$ cat config.mk
export PLATFORM = sky130hd
export DESIGN_NAME = instr_decoder_top
export DESIGN_NICKNAME = d
export VERILOG_FILES = /design/src/decoder_pkg.sv /design/src/rv32i_isa_pkg.sv /design/src/instr_decoder_top.sv /design/src/decode_fsm.sv /design/src/hazard_unit.sv /design/src/imm_gen.sv
export VERILOG_INCLUDE_DIRS = /design/src
export SDC_FILE = /design/constraint.sdc
export NUM_CORES = 1
export LEC_CHECK = 0
export ABC_AREA = 1
export BUFFER_PORTS_ARGS = -buffer_cell sky130_fd_sc_hd__buf_2
export CAP_MARGIN = 20
export CORE_MARGIN = 3
export CORE_UTILIZATION = 30
export CTS_BUF_LIST = sky130_fd_sc_hd__clkbuf_4 sky130_fd_sc_hd__clkbuf_8
export CTS_CLUSTER_DIAMETER = 150
export DETAILED_ROUTE_END_ITERATION = 16
export GPL_TIMING_DRIVEN = 1
export PLACE_DENSITY = 0.58
export SLEW_MARGIN = 20
export SYNTH_ARGS = -nofsm -noshare
export SYNTH_HDL_FRONTEND = slang
export SYNTH_HIERARCHICAL = 1
export SYNTH_SLANG_ARGS = --single-unit
export TNS_END_PERCENT = 50
$ cat constraint.sdc
create_clock -name clk_i -period 3.9 [get_ports clk_i]
set_input_delay 0.78 -clock clk_i [delete_from_list [all_inputs] [get_ports clk_i]]
set_output_delay 0.78 -clock clk_i [all_outputs]
set_load 0.005 [all_outputs]
$ cat src/decoder_macros.svh
// Decoder data, register and ALU widths plus the link offset constant
`ifndef DECODER_MACROS_SVH
`define DECODER_MACROS_SVH

////////////////////////////////////////////////////////////
// Datapath widths
////////////////////////////////////////////////////////////

// Data and address width
`define DATA_WIDTH 32

// Register index width, x0 to x31
`define REG_ADDR_WIDTH 5

// ALU select, bit 30 of the instruction on top of funct3
`define ALU_OP_WIDTH 4

////////////////////////////////////////////////////////////
// Fixed constants
////////////////////////////////////////////////////////////

`define LINK_OFFSET 4  // Return address is PC plus one instruction

`endif
$ cat src/decoder_pkg.sv
// ALU operation enumeration and the ALU, LSU and jump control structs
`include "decoder_macros.svh"

package decoder_pkg;

  // Bit 30 of the instruction followed by funct3
  typedef enum logic [`ALU_OP_WIDTH-1:0] {
    ALU_ADD  = 4'b0000,
    ALU_SLL  = 4'b0001,
    ALU_SLT  = 4'b0010,
    ALU_SLTU = 4'b0011,
    ALU_XOR  = 4'b0100,
    ALU_SRL  = 4'b0101,
    ALU_OR   = 4'b0110,
    ALU_AND  = 4'b0111,
    ALU_SUB  = 4'b1000,
    ALU_SRA  = 4'b1101
  } alu_op_e;

  ////////////////////////////////////////////////////////////
  // Control payloads towards execution
  ////////////////////////////////////////////////////////////

  typedef struct packed {
    logic                       wb;        // Write result to dest
    alu_op_e                    sel;
    logic [`REG_ADDR_WIDTH-1:0] dest;
    logic [`REG_ADDR_WIDTH-1:0] rs1_addr;
    logic [`REG_ADDR_WIDTH-1:0] rs2_addr;
    logic                       use_imm;   // Operand b from imm
    logic                       use_pc;    // Operand a from PC
    logic [`DATA_WIDTH-1:0]     imm;
  } alu_ctrl_t;

  typedef struct packed {
    logic                       valid;
    logic                       store;
    logic [2:0]                 funct3;    // Access width and sign
    logic [`REG_ADDR_WIDTH-1:0] dest;      // Load destination
  } lsu_ctrl_t;

  typedef struct packed {
    logic                   valid;
    logic [`DATA_WIDTH-1:0] addr;
  } jmp_t;

  // Idle values, nothing requested
  localparam alu_ctrl_t ALU_CTRL_IDLE = '0;
  localparam lsu_ctrl_t LSU_CTRL_IDLE = '0;
  localparam jmp_t      JMP_IDLE      = '0;

endpackage

$ cat src/rv32i_isa_pkg.sv
// RV32I opcode enumeration, funct3 shift codes and instruction field types
`include "decoder_macros.svh"

// funct3 codes of the shift-immediate forms
`define FUNCT3_SHIFT_LEFT  3'b001
`define FUNCT3_SHIFT_RIGHT 3'b101

package rv32i_isa_pkg;

  ////////////////////////////////////////////////////////////
  // Major opcodes
  ////////////////////////////////////////////////////////////

  typedef enum logic [6:0] {
    OPCODE_LOAD     = 7'b0000011,
    OPCODE_MISC_MEM = 7'b0001111,  // FENCE
    OPCODE_OP_IMM   = 7'b0010011,
    OPCODE_AUIPC    = 7'b0010111,
    OPCODE_STORE    = 7'b0100011,
    OPCODE_OP       = 7'b0110011,
    OPCODE_LUI      = 7'b0110111,
    OPCODE_BRANCH   = 7'b1100011,  // Not supported, decodes as illegal
    OPCODE_JALR     = 7'b1100111,  // Not supported, decodes as illegal
    OPCODE_JAL      = 7'b1101111,
    OPCODE_SYSTEM   = 7'b1110011   // Not supported, decodes as illegal
  } opcode_e;

  ////////////////////////////////////////////////////////////
  // Field types
  ////////////////////////////////////////////////////////////

  typedef logic [2:0] funct3_t;
  typedef logic [6:0] funct7_t;
  typedef logic [`REG_ADDR_WIDTH-1:0] reg_addr_t;

  // R-type view of the word, MSB first as in the instruction
  typedef struct packed {
    funct7_t   funct7;  // Bit 5 is instruction bit 30
    reg_addr_t rs2;
    reg_addr_t rs1;
    funct3_t   funct3;
    reg_addr_t rd;
    opcode_e   opcode;
  } instr_fields_t;

endpackage

$ cat src/instr_decoder_top.sv
// Decoder top level with field split, immediate generator, hazard unit and sequencer
`include "decoder_macros.svh"

module instr_decoder_top (
  input  logic                   clk_i,
  input  logic                   rstn_i,
  input  logic [`DATA_WIDTH-1:0] instr_i,
  input  logic [`DATA_WIDTH-1:0] pc_i,
  input  logic                   instr_valid_i,
  output logic                   ready_o,
  output decoder_pkg::alu_ctrl_t alu_o,
  output decoder_pkg::lsu_ctrl_t lsu_o,
  output decoder_pkg::jmp_t      jmp_o,
  output logic                   illegal_o
);
  import rv32i_isa_pkg::*;

  instr_fields_t              fields;
  logic [`DATA_WIDTH-1:0]     imm;
  logic                       hazard;
  logic                       issue;
  logic                       issue_wb;
  logic [`REG_ADDR_WIDTH-1:0] issue_dest;

  assign fields = instr_fields_t'(instr_i);  // Field split

  imm_gen i_imm_gen (
    .fields_i (fields),
    .imm_o    (imm)
  );

  hazard_unit i_hazard_unit (
    .clk_i        (clk_i),
    .rstn_i       (rstn_i),
    .fields_i     (fields),
    .issue_i      (issue),
    .issue_wb_i   (issue_wb),
    .issue_dest_i (issue_dest),
    .hazard_o     (hazard)
  );

  decode_fsm i_decode_fsm (
    .clk_i         (clk_i),
    .rstn_i        (rstn_i),
    .fields_i      (fields),
    .pc_i          (pc_i),
    .instr_valid_i (instr_valid_i),
    .imm_i         (imm),
    .hazard_i      (hazard),
    .ready_o       (ready_o),
    .issue_o       (issue),
    .issue_wb_o    (issue_wb),
    .issue_dest_o  (issue_dest),
    .alu_o         (alu_o),
    .lsu_o         (lsu_o),
    .jmp_o         (jmp_o),
    .illegal_o     (illegal_o)
  );

endmodule

$ cat src/decode_fsm.sv
// Decode sequencer FSM with stall, load/store sequencing, JAL target adder and output registers
`include "decoder_macros.svh"

module decode_fsm (
  input  logic                         clk_i,
  input  logic                         rstn_i,
  input  rv32i_isa_pkg::instr_fields_t fields_i,
  input  logic [`DATA_WIDTH-1:0]       pc_i,
  input  logic                         instr_valid_i,
  input  logic [`DATA_WIDTH-1:0]       imm_i,
  input  logic                         hazard_i,
  output logic                         ready_o,
  output logic                         issue_o,
  output logic                         issue_wb_o,
  output logic [`REG_ADDR_WIDTH-1:0]   issue_dest_o,
  output decoder_pkg::alu_ctrl_t       alu_o,
  output decoder_pkg::lsu_ctrl_t       lsu_o,
  output decoder_pkg::jmp_t            jmp_o,
  output logic                         illegal_o
);
  import rv32i_isa_pkg::*;
  import decoder_pkg::*;

  // Each state names what the previous cycle decided
  typedef enum logic [1:0] {
    IDLE,
    STALL,
    LSU_ADDR,
    LSU_ISSUE
  } state_e;

  state_e                 state_q;
  state_e                 state_d;
  alu_ctrl_t              alu_d;
  lsu_ctrl_t              lsu_d;
  jmp_t                   jmp_d;
  logic                   illegal_d;
  logic                   is_mem;
  logic                   is_store;
  logic                   is_shift;
  logic                   stall_req;
  logic [`DATA_WIDTH-1:0] jmp_target;

  assign is_store = (fields_i.opcode == OPCODE_STORE);
  assign is_mem   = is_store || (fields_i.opcode == OPCODE_LOAD);
  assign is_shift = (fields_i.funct3 == `FUNCT3_SHIFT_LEFT) ||
                    (fields_i.funct3 == `FUNCT3_SHIFT_RIGHT);

  // Second cycle of a load/store and the cycle after a stall skip the hazard
  assign stall_req = instr_valid_i && hazard_i && (state_q != STALL) && (state_q != LSU_ADDR);

  assign jmp_target = pc_i + imm_i;  // Dedicated JAL adder

  ////////////////////////////////////////////////////////////
  // Fetch handshake and hazard tracking
  ////////////////////////////////////////////////////////////

  assign ready_o = (state_q == LSU_ADDR) || !(stall_req || (instr_valid_i && is_mem));
  assign issue_o = instr_valid_i && ready_o;
  assign issue_dest_o = fields_i.rd;

  always_comb begin
    case (fields_i.opcode)
      OPCODE_OP, OPCODE_OP_IMM, OPCODE_LUI, OPCODE_AUIPC, OPCODE_JAL, OPCODE_LOAD: begin
        issue_wb_o = 1'b1;
      end
      default: begin
        issue_wb_o = 1'b0;
      end
    endcase
  end

  ////////////////////////////////////////////////////////////
  // Next state and control decode
  ////////////////////////////////////////////////////////////

  always_comb begin
    state_d   = IDLE;
    alu_d     = ALU_CTRL_IDLE;
    lsu_d     = LSU_CTRL_IDLE;
    jmp_d     = JMP_IDLE;
    illegal_d = 1'b0;

    if (state_q == LSU_ADDR) begin
      // Issue cycle, address already sent to the ALU
      state_d      = LSU_ISSUE;
      lsu_d.valid  = 1'b1;
      lsu_d.store  = is_store;
      lsu_d.funct3 = fields_i.funct3;
      lsu_d.dest   = is_store ? '0 : fields_i.rd;
    end else if (stall_req) begin
      state_d = STALL;  // Controls stay idle
    end else if (instr_valid_i) begin
      case (fields_i.opcode)
        OPCODE_OP: begin
          alu_d.wb       = 1'b1;
          alu_d.sel      = alu_op_e'({fields_i.funct7[5], fields_i.funct3});
          alu_d.dest     = fields_i.rd;
          alu_d.rs1_addr = fields_i.rs1;
          alu_d.rs2_addr = fields_i.rs2;
        end
        OPCODE_OP_IMM: begin
          alu_d.wb       = 1'b1;
          // Bit 30 is part of the immediate unless this is a shift
          alu_d.sel      = is_shift ? alu_op_e'({fields_i.funct7[5], fields_i.funct3})
                                    : alu_op_e'({1'b0, fields_i.funct3});
          alu_d.dest     = fields_i.rd;
          alu_d.rs1_addr = fields_i.rs1;
          alu_d.use_imm  = 1'b1;
          alu_d.imm      = imm_i;
        end
        OPCODE_LUI, OPCODE_AUIPC: begin
          alu_d.wb      = 1'b1;
          alu_d.sel     = ALU_ADD;  // x0 plus imm, or PC plus imm
          alu_d.dest    = fields_i.rd;
          alu_d.use_imm = 1'b1;
          alu_d.use_pc  = (fields_i.opcode == OPCODE_AUIPC);
          alu_d.imm     = imm_i;
        end
        OPCODE_LOAD, OPCODE_STORE: begin
          // Address cycle, base plus offset
          state_d        = LSU_ADDR;
          alu_d.sel      = ALU_ADD;
          alu_d.rs1_addr = fields_i.rs1;
          alu_d.rs2_addr = is_store ? fields_i.rs2 : '0;  // Store data
          alu_d.use_imm  = 1'b1;
          alu_d.imm      = imm_i;
        end
        OPCODE_JAL: begin
          alu_d.wb      = 1'b1;  // Link write
          alu_d.sel     = ALU_ADD;
          alu_d.dest    = fields_i.rd;
          alu_d.use_imm = 1'b1;
          alu_d.use_pc  = 1'b1;
          alu_d.imm     = `DATA_WIDTH'(`LINK_OFFSET);
          jmp_d.valid   = 1'b1;
          jmp_d.addr    = jmp_target;
        end
        OPCODE_MISC_MEM: ;  // FENCE, nothing to order in this core
        default: begin
          illegal_d = 1'b1;
        end
      endcase
    end
  end

  // Registered controls, held for one cycle only
  always_ff @(posedge clk_i) begin
    if (!rstn_i) begin
      state_q   <= IDLE;
      alu_o     <= ALU_CTRL_IDLE;
      lsu_o     <= LSU_CTRL_IDLE;
      jmp_o     <= JMP_IDLE;
      illegal_o <= 1'b0;
    end else begin
      state_q   <= state_d;
      alu_o     <= alu_d;
      lsu_o     <= lsu_d;
      jmp_o     <= jmp_d;
      illegal_o <= illegal_d;
    end
  end

endmodule

$ cat src/hazard_unit.sv
// Last issued destination register and read-after-write hazard detection
`include "decoder_macros.svh"

module hazard_unit (
  input  logic                         clk_i,
  input  logic                         rstn_i,
  input  rv32i_isa_pkg::instr_fields_t fields_i,
  input  logic                         issue_i,
  input  logic                         issue_wb_i,
  input  logic [`REG_ADDR_WIDTH-1:0]   issue_dest_i,
  output logic                         hazard_o
);
  import rv32i_isa_pkg::*;

  logic [`REG_ADDR_WIDTH-1:0] last_dest_q;
  logic                       reads_rs1;
  logic                       reads_rs2;
  logic                       rs1_hit;
  logic                       rs2_hit;

  // Zero when the last issue wrote no register
  always_ff @(posedge clk_i) begin
    if (!rstn_i) begin
      last_dest_q <= '0;
    end else if (issue_i) begin
      last_dest_q <= issue_wb_i ? issue_dest_i : '0;
    end
  end

  // Source registers read by the presented instruction
  always_comb begin
    reads_rs1 = 1'b0;
    reads_rs2 = 1'b0;
    case (fields_i.opcode)
      OPCODE_OP_IMM, OPCODE_LOAD: begin
        reads_rs1 = 1'b1;
      end
      OPCODE_OP, OPCODE_STORE: begin
        reads_rs1 = 1'b1;
        reads_rs2 = 1'b1;
      end
      default: ;
    endcase
  end

  assign rs1_hit  = reads_rs1 && (fields_i.rs1 != '0) && (fields_i.rs1 == last_dest_q);
  assign rs2_hit  = reads_rs2 && (fields_i.rs2 != '0) && (fields_i.rs2 == last_dest_q);
  assign hazard_o = rs1_hit || rs2_hit;

endmodule

$ cat src/imm_gen.sv
// Immediate extraction and sign extension for the I, I-shift, S, U and J formats
`include "decoder_macros.svh"

module imm_gen (
  input  rv32i_isa_pkg::instr_fields_t fields_i,
  output logic [`DATA_WIDTH-1:0]       imm_o
);
  import rv32i_isa_pkg::*;

  logic [`DATA_WIDTH-1:0] instr;
  logic [`DATA_WIDTH-1:0] imm_i_fmt;
  logic [`DATA_WIDTH-1:0] imm_shift;
  logic [`DATA_WIDTH-1:0] imm_s_fmt;
  logic [`DATA_WIDTH-1:0] imm_u_fmt;
  logic [`DATA_WIDTH-1:0] imm_j_fmt;
  logic                   is_shift;

  assign instr = fields_i;  // Back to raw bit positions

  ////////////////////////////////////////////////////////////
  // Per-format bit reordering
  ////////////////////////////////////////////////////////////

  assign imm_i_fmt = {{20{instr[31]}}, instr[31:20]};
  assign imm_shift = {27'b0, instr[24:20]};              // shamt, zero-extended
  assign imm_s_fmt = {{20{instr[31]}}, instr[31:25], instr[11:7]};
  assign imm_u_fmt = {instr[31:12], 12'b0};

  // J offset is in halfwords, bit 0 always zero
  assign imm_j_fmt = {{12{instr[31]}}, instr[19:12], instr[20], instr[30:21], 1'b0};

  assign is_shift = (fields_i.funct3 == `FUNCT3_SHIFT_LEFT) ||
                    (fields_i.funct3 == `FUNCT3_SHIFT_RIGHT);

  // Format select by opcode
  always_comb begin
    case (fields_i.opcode)
      OPCODE_LOAD: begin
        imm_o = imm_i_fmt;
      end
      OPCODE_OP_IMM: begin
        imm_o = is_shift ? imm_shift : imm_i_fmt;
      end
      OPCODE_STORE: begin
        imm_o = imm_s_fmt;
      end
      OPCODE_LUI, OPCODE_AUIPC: begin
        imm_o = imm_u_fmt;
      end
      OPCODE_JAL: begin
        imm_o = imm_j_fmt;
      end
      default: begin
        imm_o = '0;  // R-type and unsupported formats
      end
    endcase
  end

endmodule

# After elaboration in Yosys (flattened, before gate mapping)
# Index checks and enable logic that the tools add are counted.
[word_totals] inputBits=67 out_inout_bits=99 elab_cells=93 ff_bits=105
[classes] n_reduce_logical=32 n_eq_ne=15 addsub=1 bitwise_logic=6 n_mux=22
[op_table] op="case mux 32 bit (5 select lines)" n=1
[op_table] op="case mux 32 bit (2 select lines)" n=1
[op_table] op="2-to-1 mux 33 bit" n=1
[op_table] op="adder 32 bit" n=1
[op_table] op="2-to-1 mux 32 bit" n=1
[op_table] op="OR reduction 5 bit" n=5
[op_table] op="equality test 7 x 6 -> 1 bit (second input constant)" n=3
[op_table] op="2-to-1 mux 5 bit" n=3
[op_table] op="equality test 7 x 5 -> 1 bit (second input constant)" n=2
[op_table] op="OR reduction 6 bit" n=2
[op_table] op="equality test 5 bit" n=2
[op_table] op="2-to-1 mux 10 bit" n=1
[op_table] op="case mux 5 bit (2 select lines)" n=1
[op_table] op="nonzero test 5 bit" n=2
[op_table] op="logical AND 1 bit" n=9
[op_table] op="2-to-1 mux 2 bit" n=4
[op_table] op="case mux 4 bit (2 select lines)" n=1
[op_table] op="OR reduction 4 bit" n=2
[op_table] op="OR reduction 8 bit" n=1
[op_table] op="equality test 7 x 2 -> 1 bit (second input constant)" n=1
[op_table] op="equality test 7 x 4 -> 1 bit (second input constant)" n=1
[op_table] op="equality test 7 bit (second input constant)" n=1
[op_table] op="2-to-1 mux 1 bit" n=6
[op_table] op="inverter 1 bit" n=6
[op_table] op="12 further kinds" n=18

# Depth between registers and ports, before layout
[logic_depth] depth_word=13 ltp_mapped=20

# Modules after synthesis
# The synthesis kept the hierarchy.
[by_module_without_submodules] mod="decode_fsm" instances=1 area_each_um2=5372.7 cells_each=831 seq_area_each_um2=2001.9
[by_module_without_submodules] mod="imm_gen" instances=1 area_each_um2=903.4 cells_each=195 seq_area_each_um2=0.0
[by_module_without_submodules] mod="hazard_unit" instances=1 area_each_um2=451.7 cells_each=85 seq_area_each_um2=100.1

# Worst setup path before layout
# No wires, ideal clock.
[synth_path] path_type="input port to flip-flop" start="input port instr_i[1]" end="register, netlist name i_decode_fsm/jmp_o[20]" arrival_time_ps=2725 path_stages=16 required_time_ps=3784 path_slack_ps=1059 path_buffers=2 setup_time_ps=116 cell_sequence="nand2_2 > nor2_2 > buf_4 > buf_2 > nand3_1 > o21ai_0 > ha_1 > fa_1 > nand3_1 > nand3_1 > nand3_1 > nand3_1 > nand2_1 > nand2_1 > o21ai_0 > nor2_1"
[synth_lines] element="start: declaration" line_no="instr_decoder_top.sv:7" source="input logic [`DATA_WIDTH-1:0] instr_i,"
[synth_lines] element="equality test 7 x 6 -> 1 bit or equality test 7 x 5 -> 1 bit (tied branches)" line_no="imm_gen.sv:37" source="case (fields_i.opcode)"
[synth_lines] element="OR reduction 2 bit"
[synth_lines] element="case mux 32 bit (5 select lines) *" line_no="imm_gen.sv:37"
[synth_lines] element="via imm[0]" line_no="instr_decoder_top.sv:19" source="logic [`DATA_WIDTH-1:0] imm;"
[synth_lines] element="adder 32 bit *" line_no="decode_fsm.sv:52" source="assign jmp_target = pc_i + imm_i;"
# The timed path passes the listed nets; every way through them passes the cells marked *.
# A chain may end at the register's enable or synchronous reset.

# Worst setup path in the final report
[layout_path] start="input port instr_i[2]" end="register, netlist name i_decode_fsm/jmp_o[30]"
[layout_lines] element="equality test 7 x 6 -> 1 bit or equality test 7 x 5 -> 1 bit (tied branches)" line_no="imm_gen.sv:37"
[layout_lines] element="OR reduction 2 bit"
[layout_lines] element="case mux 32 bit (5 select lines) *" line_no="imm_gen.sv:37"
[layout_lines] element="via imm[13]" line_no="instr_decoder_top.sv:19"
[layout_lines] element="adder 32 bit *" line_no="decode_fsm.sv:52"
# Marks and branches as above.

==> metrics.txt <==
grt ovf 0; Util after Layout 0.363; DRC 0; RePlAce Congestion 0.869; number of post-CTS setup repair buffers 0; RSZ-0062 raised after global routing false; Crit Path Max Fanout 15; R2R Setup Slk 1280 ps; drt first-iter violations 457; number of flops mapped to enable cells by yosys 0; Avg Vias per Cell 4.49; Final Max Slew Viols 0; Clock Root Buffer clkbuf_8; status completed; vias in the first global route 6474; post-cts sizing count 0; Hold EP i_decode_fsm/state_q[0]$_SDFF_PN0_; DRT met1 WL 9940 µm; total power draw 2.04 mW; die width 156 µm; routed wire length 21800 µm; Lkg Pwr 4.67 nW; ratio of cells with drive above 1 in the final layout 0.178; Num CTS Buffers 9; CTS sink cnt 105; first drt pass iteration count 6; Critical Path RT 4240 ps; Clock Latency Late Sink 400 ps; IO Pins 166; Hold Path Origin i_decode_fsm/state_q[0]$_SDFF_PN0_; Worst Setup Start Kind input pin; CTS tree yes; Final Setup Violations 0; Hold Path Stages 3; clk buf depth 2; dominant synthesized flop cell dfxtp_1; Mean Syn Cell Area 6.06 µm²; met2 wire length 10100 µm; global-route wire length before repair 34000 µm; DR WL met3 1330 µm; top layer in use met5; peak supply drop 0.128 mV; post-synthesis register bit count 105; RR Startpoint i_hazard_unit/last_dest_q[0]$_SDFFE_PN0P_; ANT nets after route 0; synth warn 6; gr usage total 0.180; post-route insts no fill 1553; relative slew slack 0.380; most frequent cells in the layout 362 x nand2_1, 182 x nor2_1, 180 x inv_1; Fin Clk Skew 15.8 ps; # hold bufs at CTS 0; Unique masters post-synth 41; CP Class in2reg; Sum Neg Setup Slack 0 ps; asr flop ratio synth 0; post-synth net total 1210; Rows 54; Post-Syn Area 0.00673 mm²; crit share post-route 0.816; H-tree depth 3; initial antenna violation count 4; most common cell after layout, fill and taps aside nand2_1; Vias 6970; Nets 1366; Port Buffers 165; Placed Cells 1536; Die Area 0.0243 mm²; die height 156 µm; Tmin final 3180 ps; worst hold slack 610 ps; Synth Instances 1111; WL/cell 14.0 µm; initial core utilization 0.306; worst slew pin tran 924 ps; Final Hold Fails 0; Layout area overhead 18.3%; register area share after synthesis 0.312; Hold/Removal Path Class reg2reg; Clock Pin Slew Worst Setup and Hold Paths 120 ps; PwrDens 256 mW/mm²; largest net degree at the start of global routing 35; R2R Path End i_decode_fsm/alu_o[47]$_SDFF_PP0_; crit path DAT 3520 ps; number of max-cap violations 0; hpwl dp 18100 µm; Reg2Reg Depth 11; CORE AREA 0.0220 mm²; FMAX 0.314 GHz; CP endpoint kind flip-flop; filler cell count 2435
## metrics by stage
stage,instance area [µm²],setup WS [ps]
final,7960,719
after global routing,7960,402
after global placement,7770,384
after CTS,7960,766
after floorplan,6730,1060
after detailed placement,7770,346
## where the power goes
group          internal [mW]  switching [mW]
Sequential              1.07         0.00101
Clock                  0.246           0.430
Combinational         0.0912           0.196
## critical path: stages
cell,delay (ps)
buf_2,140
inv_1,70
nand2_1,80
nor2_2,240
buf_4,250
nand3_2,260
inv_2,210
nor2_1,60
nand2_1,100
ha_1,280
nand2_1,110
inv_1,60
nand2_1,80
inv_1,80
a21oi_1,140
nand2_1,160
nand2_1,100
nand2_1,80
nand2_1,70
nand2_1,40
nor2_1,100
## logic make-up after synthesis
logic type | share of synthesized area
simple gates | 0.439
buf+inv | 0.133
flops | 0.312
compound gates | 0.0404
fa+ha+maj | 0.0606
xor+xnor | 0.0143
## final cells by class
type / instances / area [µm²] / share of cell area
inverter: 191 / 719 / 0.0904
clock buffer: 9 / 124 / 0.0156
antenna: 1 / 2.50 / 0.000314
timing repair buffer: 171 / 871 / 0.109
sequential: 105 / 2100 / 0.264
tap: 280 / 350 / 0.0440
multi-input combinational: 789 / 3730 / 0.469
clock inverter: 7 / 61.3 / 0.00770
## routing by layer
| metal | track usage | vias up |
|---|---|---|
| li1 | - | 3678 |
| met1 | 0.234 | 3093 |
| met2 | 0.305 | 165 |
| met3 | 0.0388 | 28 |
| met4 | 0.0446 | 6 |
| met5 | 0 | - |
## registers in the layout, indices dropped and copies added, names as in the netlist
name	flops
i_decode_fsm/jmp_o	33
i_decode_fsm/alu_o	54
i_decode_fsm/state_q	2
i_decode_fsm/lsu_o	10
i_decode_fsm/illegal_o	1
i_hazard_unit/last_dest_q	5
## worst max path at each step
| stage | start | end | slack (ps) |
|---|---|---|---|
| after floorplan | instr_i[1] | i_decode_fsm/jmp_o[20]$_SDFF_PP0_ | 1060 |
| after global placement | instr_i[2] | i_decode_fsm/jmp_o[14]$_SDFF_PP0_ | 380 |
| after detailed placement | instr_i[2] | i_decode_fsm/jmp_o[30]$_SDFF_PP0_ | 350 |
| after CTS | instr_i[2] | i_decode_fsm/jmp_o[30]$_SDFF_PP0_ | 770 |
| after global routing | instr_i[2] | i_decode_fsm/jmp_o[30]$_SDFF_PP0_ | 400 |
| final | instr_i[2] | i_decode_fsm/jmp_o[30]$_SDFF_PP0_ | 720 |
## cell usage after synthesis (2+ instances only)
| library cell | count | share of area |
|---|---|---|
| nor2_2 | 7 | 0.0065 |
| nor2_1 | 182 | 0.10 |
| xnor2_1 | 2 | 0.0026 |
| o22ai_1 | 2 | 0.0019 |
| nor2_4 | 2 | 0.0033 |
| a21o_1 | 2 | 0.0022 |
| xor2_1 | 9 | 0.012 |
| or2_1 | 8 | 0.0074 |
| inv_1 | 180 | 0.10 |
| nand2_2 | 9 | 0.0084 |
| a21oi_1 | 32 | 0.024 |
| clkbuf_1 | 2 | 0.0011 |
| buf_4 | 9 | 0.010 |
| nand4_1 | 11 | 0.010 |
| nand3_2 | 3 | 0.0045 |
| nand3b_1 | 6 | 0.0067 |
| dfxtp_1 | 105 | 0.31 |
| buf_2 | 11 | 0.0082 |
| nand2_1 | 362 | 0.20 |
| nor3_1 | 10 | 0.0074 |
| ha_1 | 31 | 0.058 |
| inv_2 | 9 | 0.0050 |
| o21ai_0 | 5 | 0.0037 |
| nand3_1 | 90 | 0.067 |
| nor3_2 | 2 | 0.0030 |
| and2_1 | 2 | 0.0019 |
| buf_6 | 4 | 0.0067 |
No activity file was read; power rests on OpenSTA's default activity.
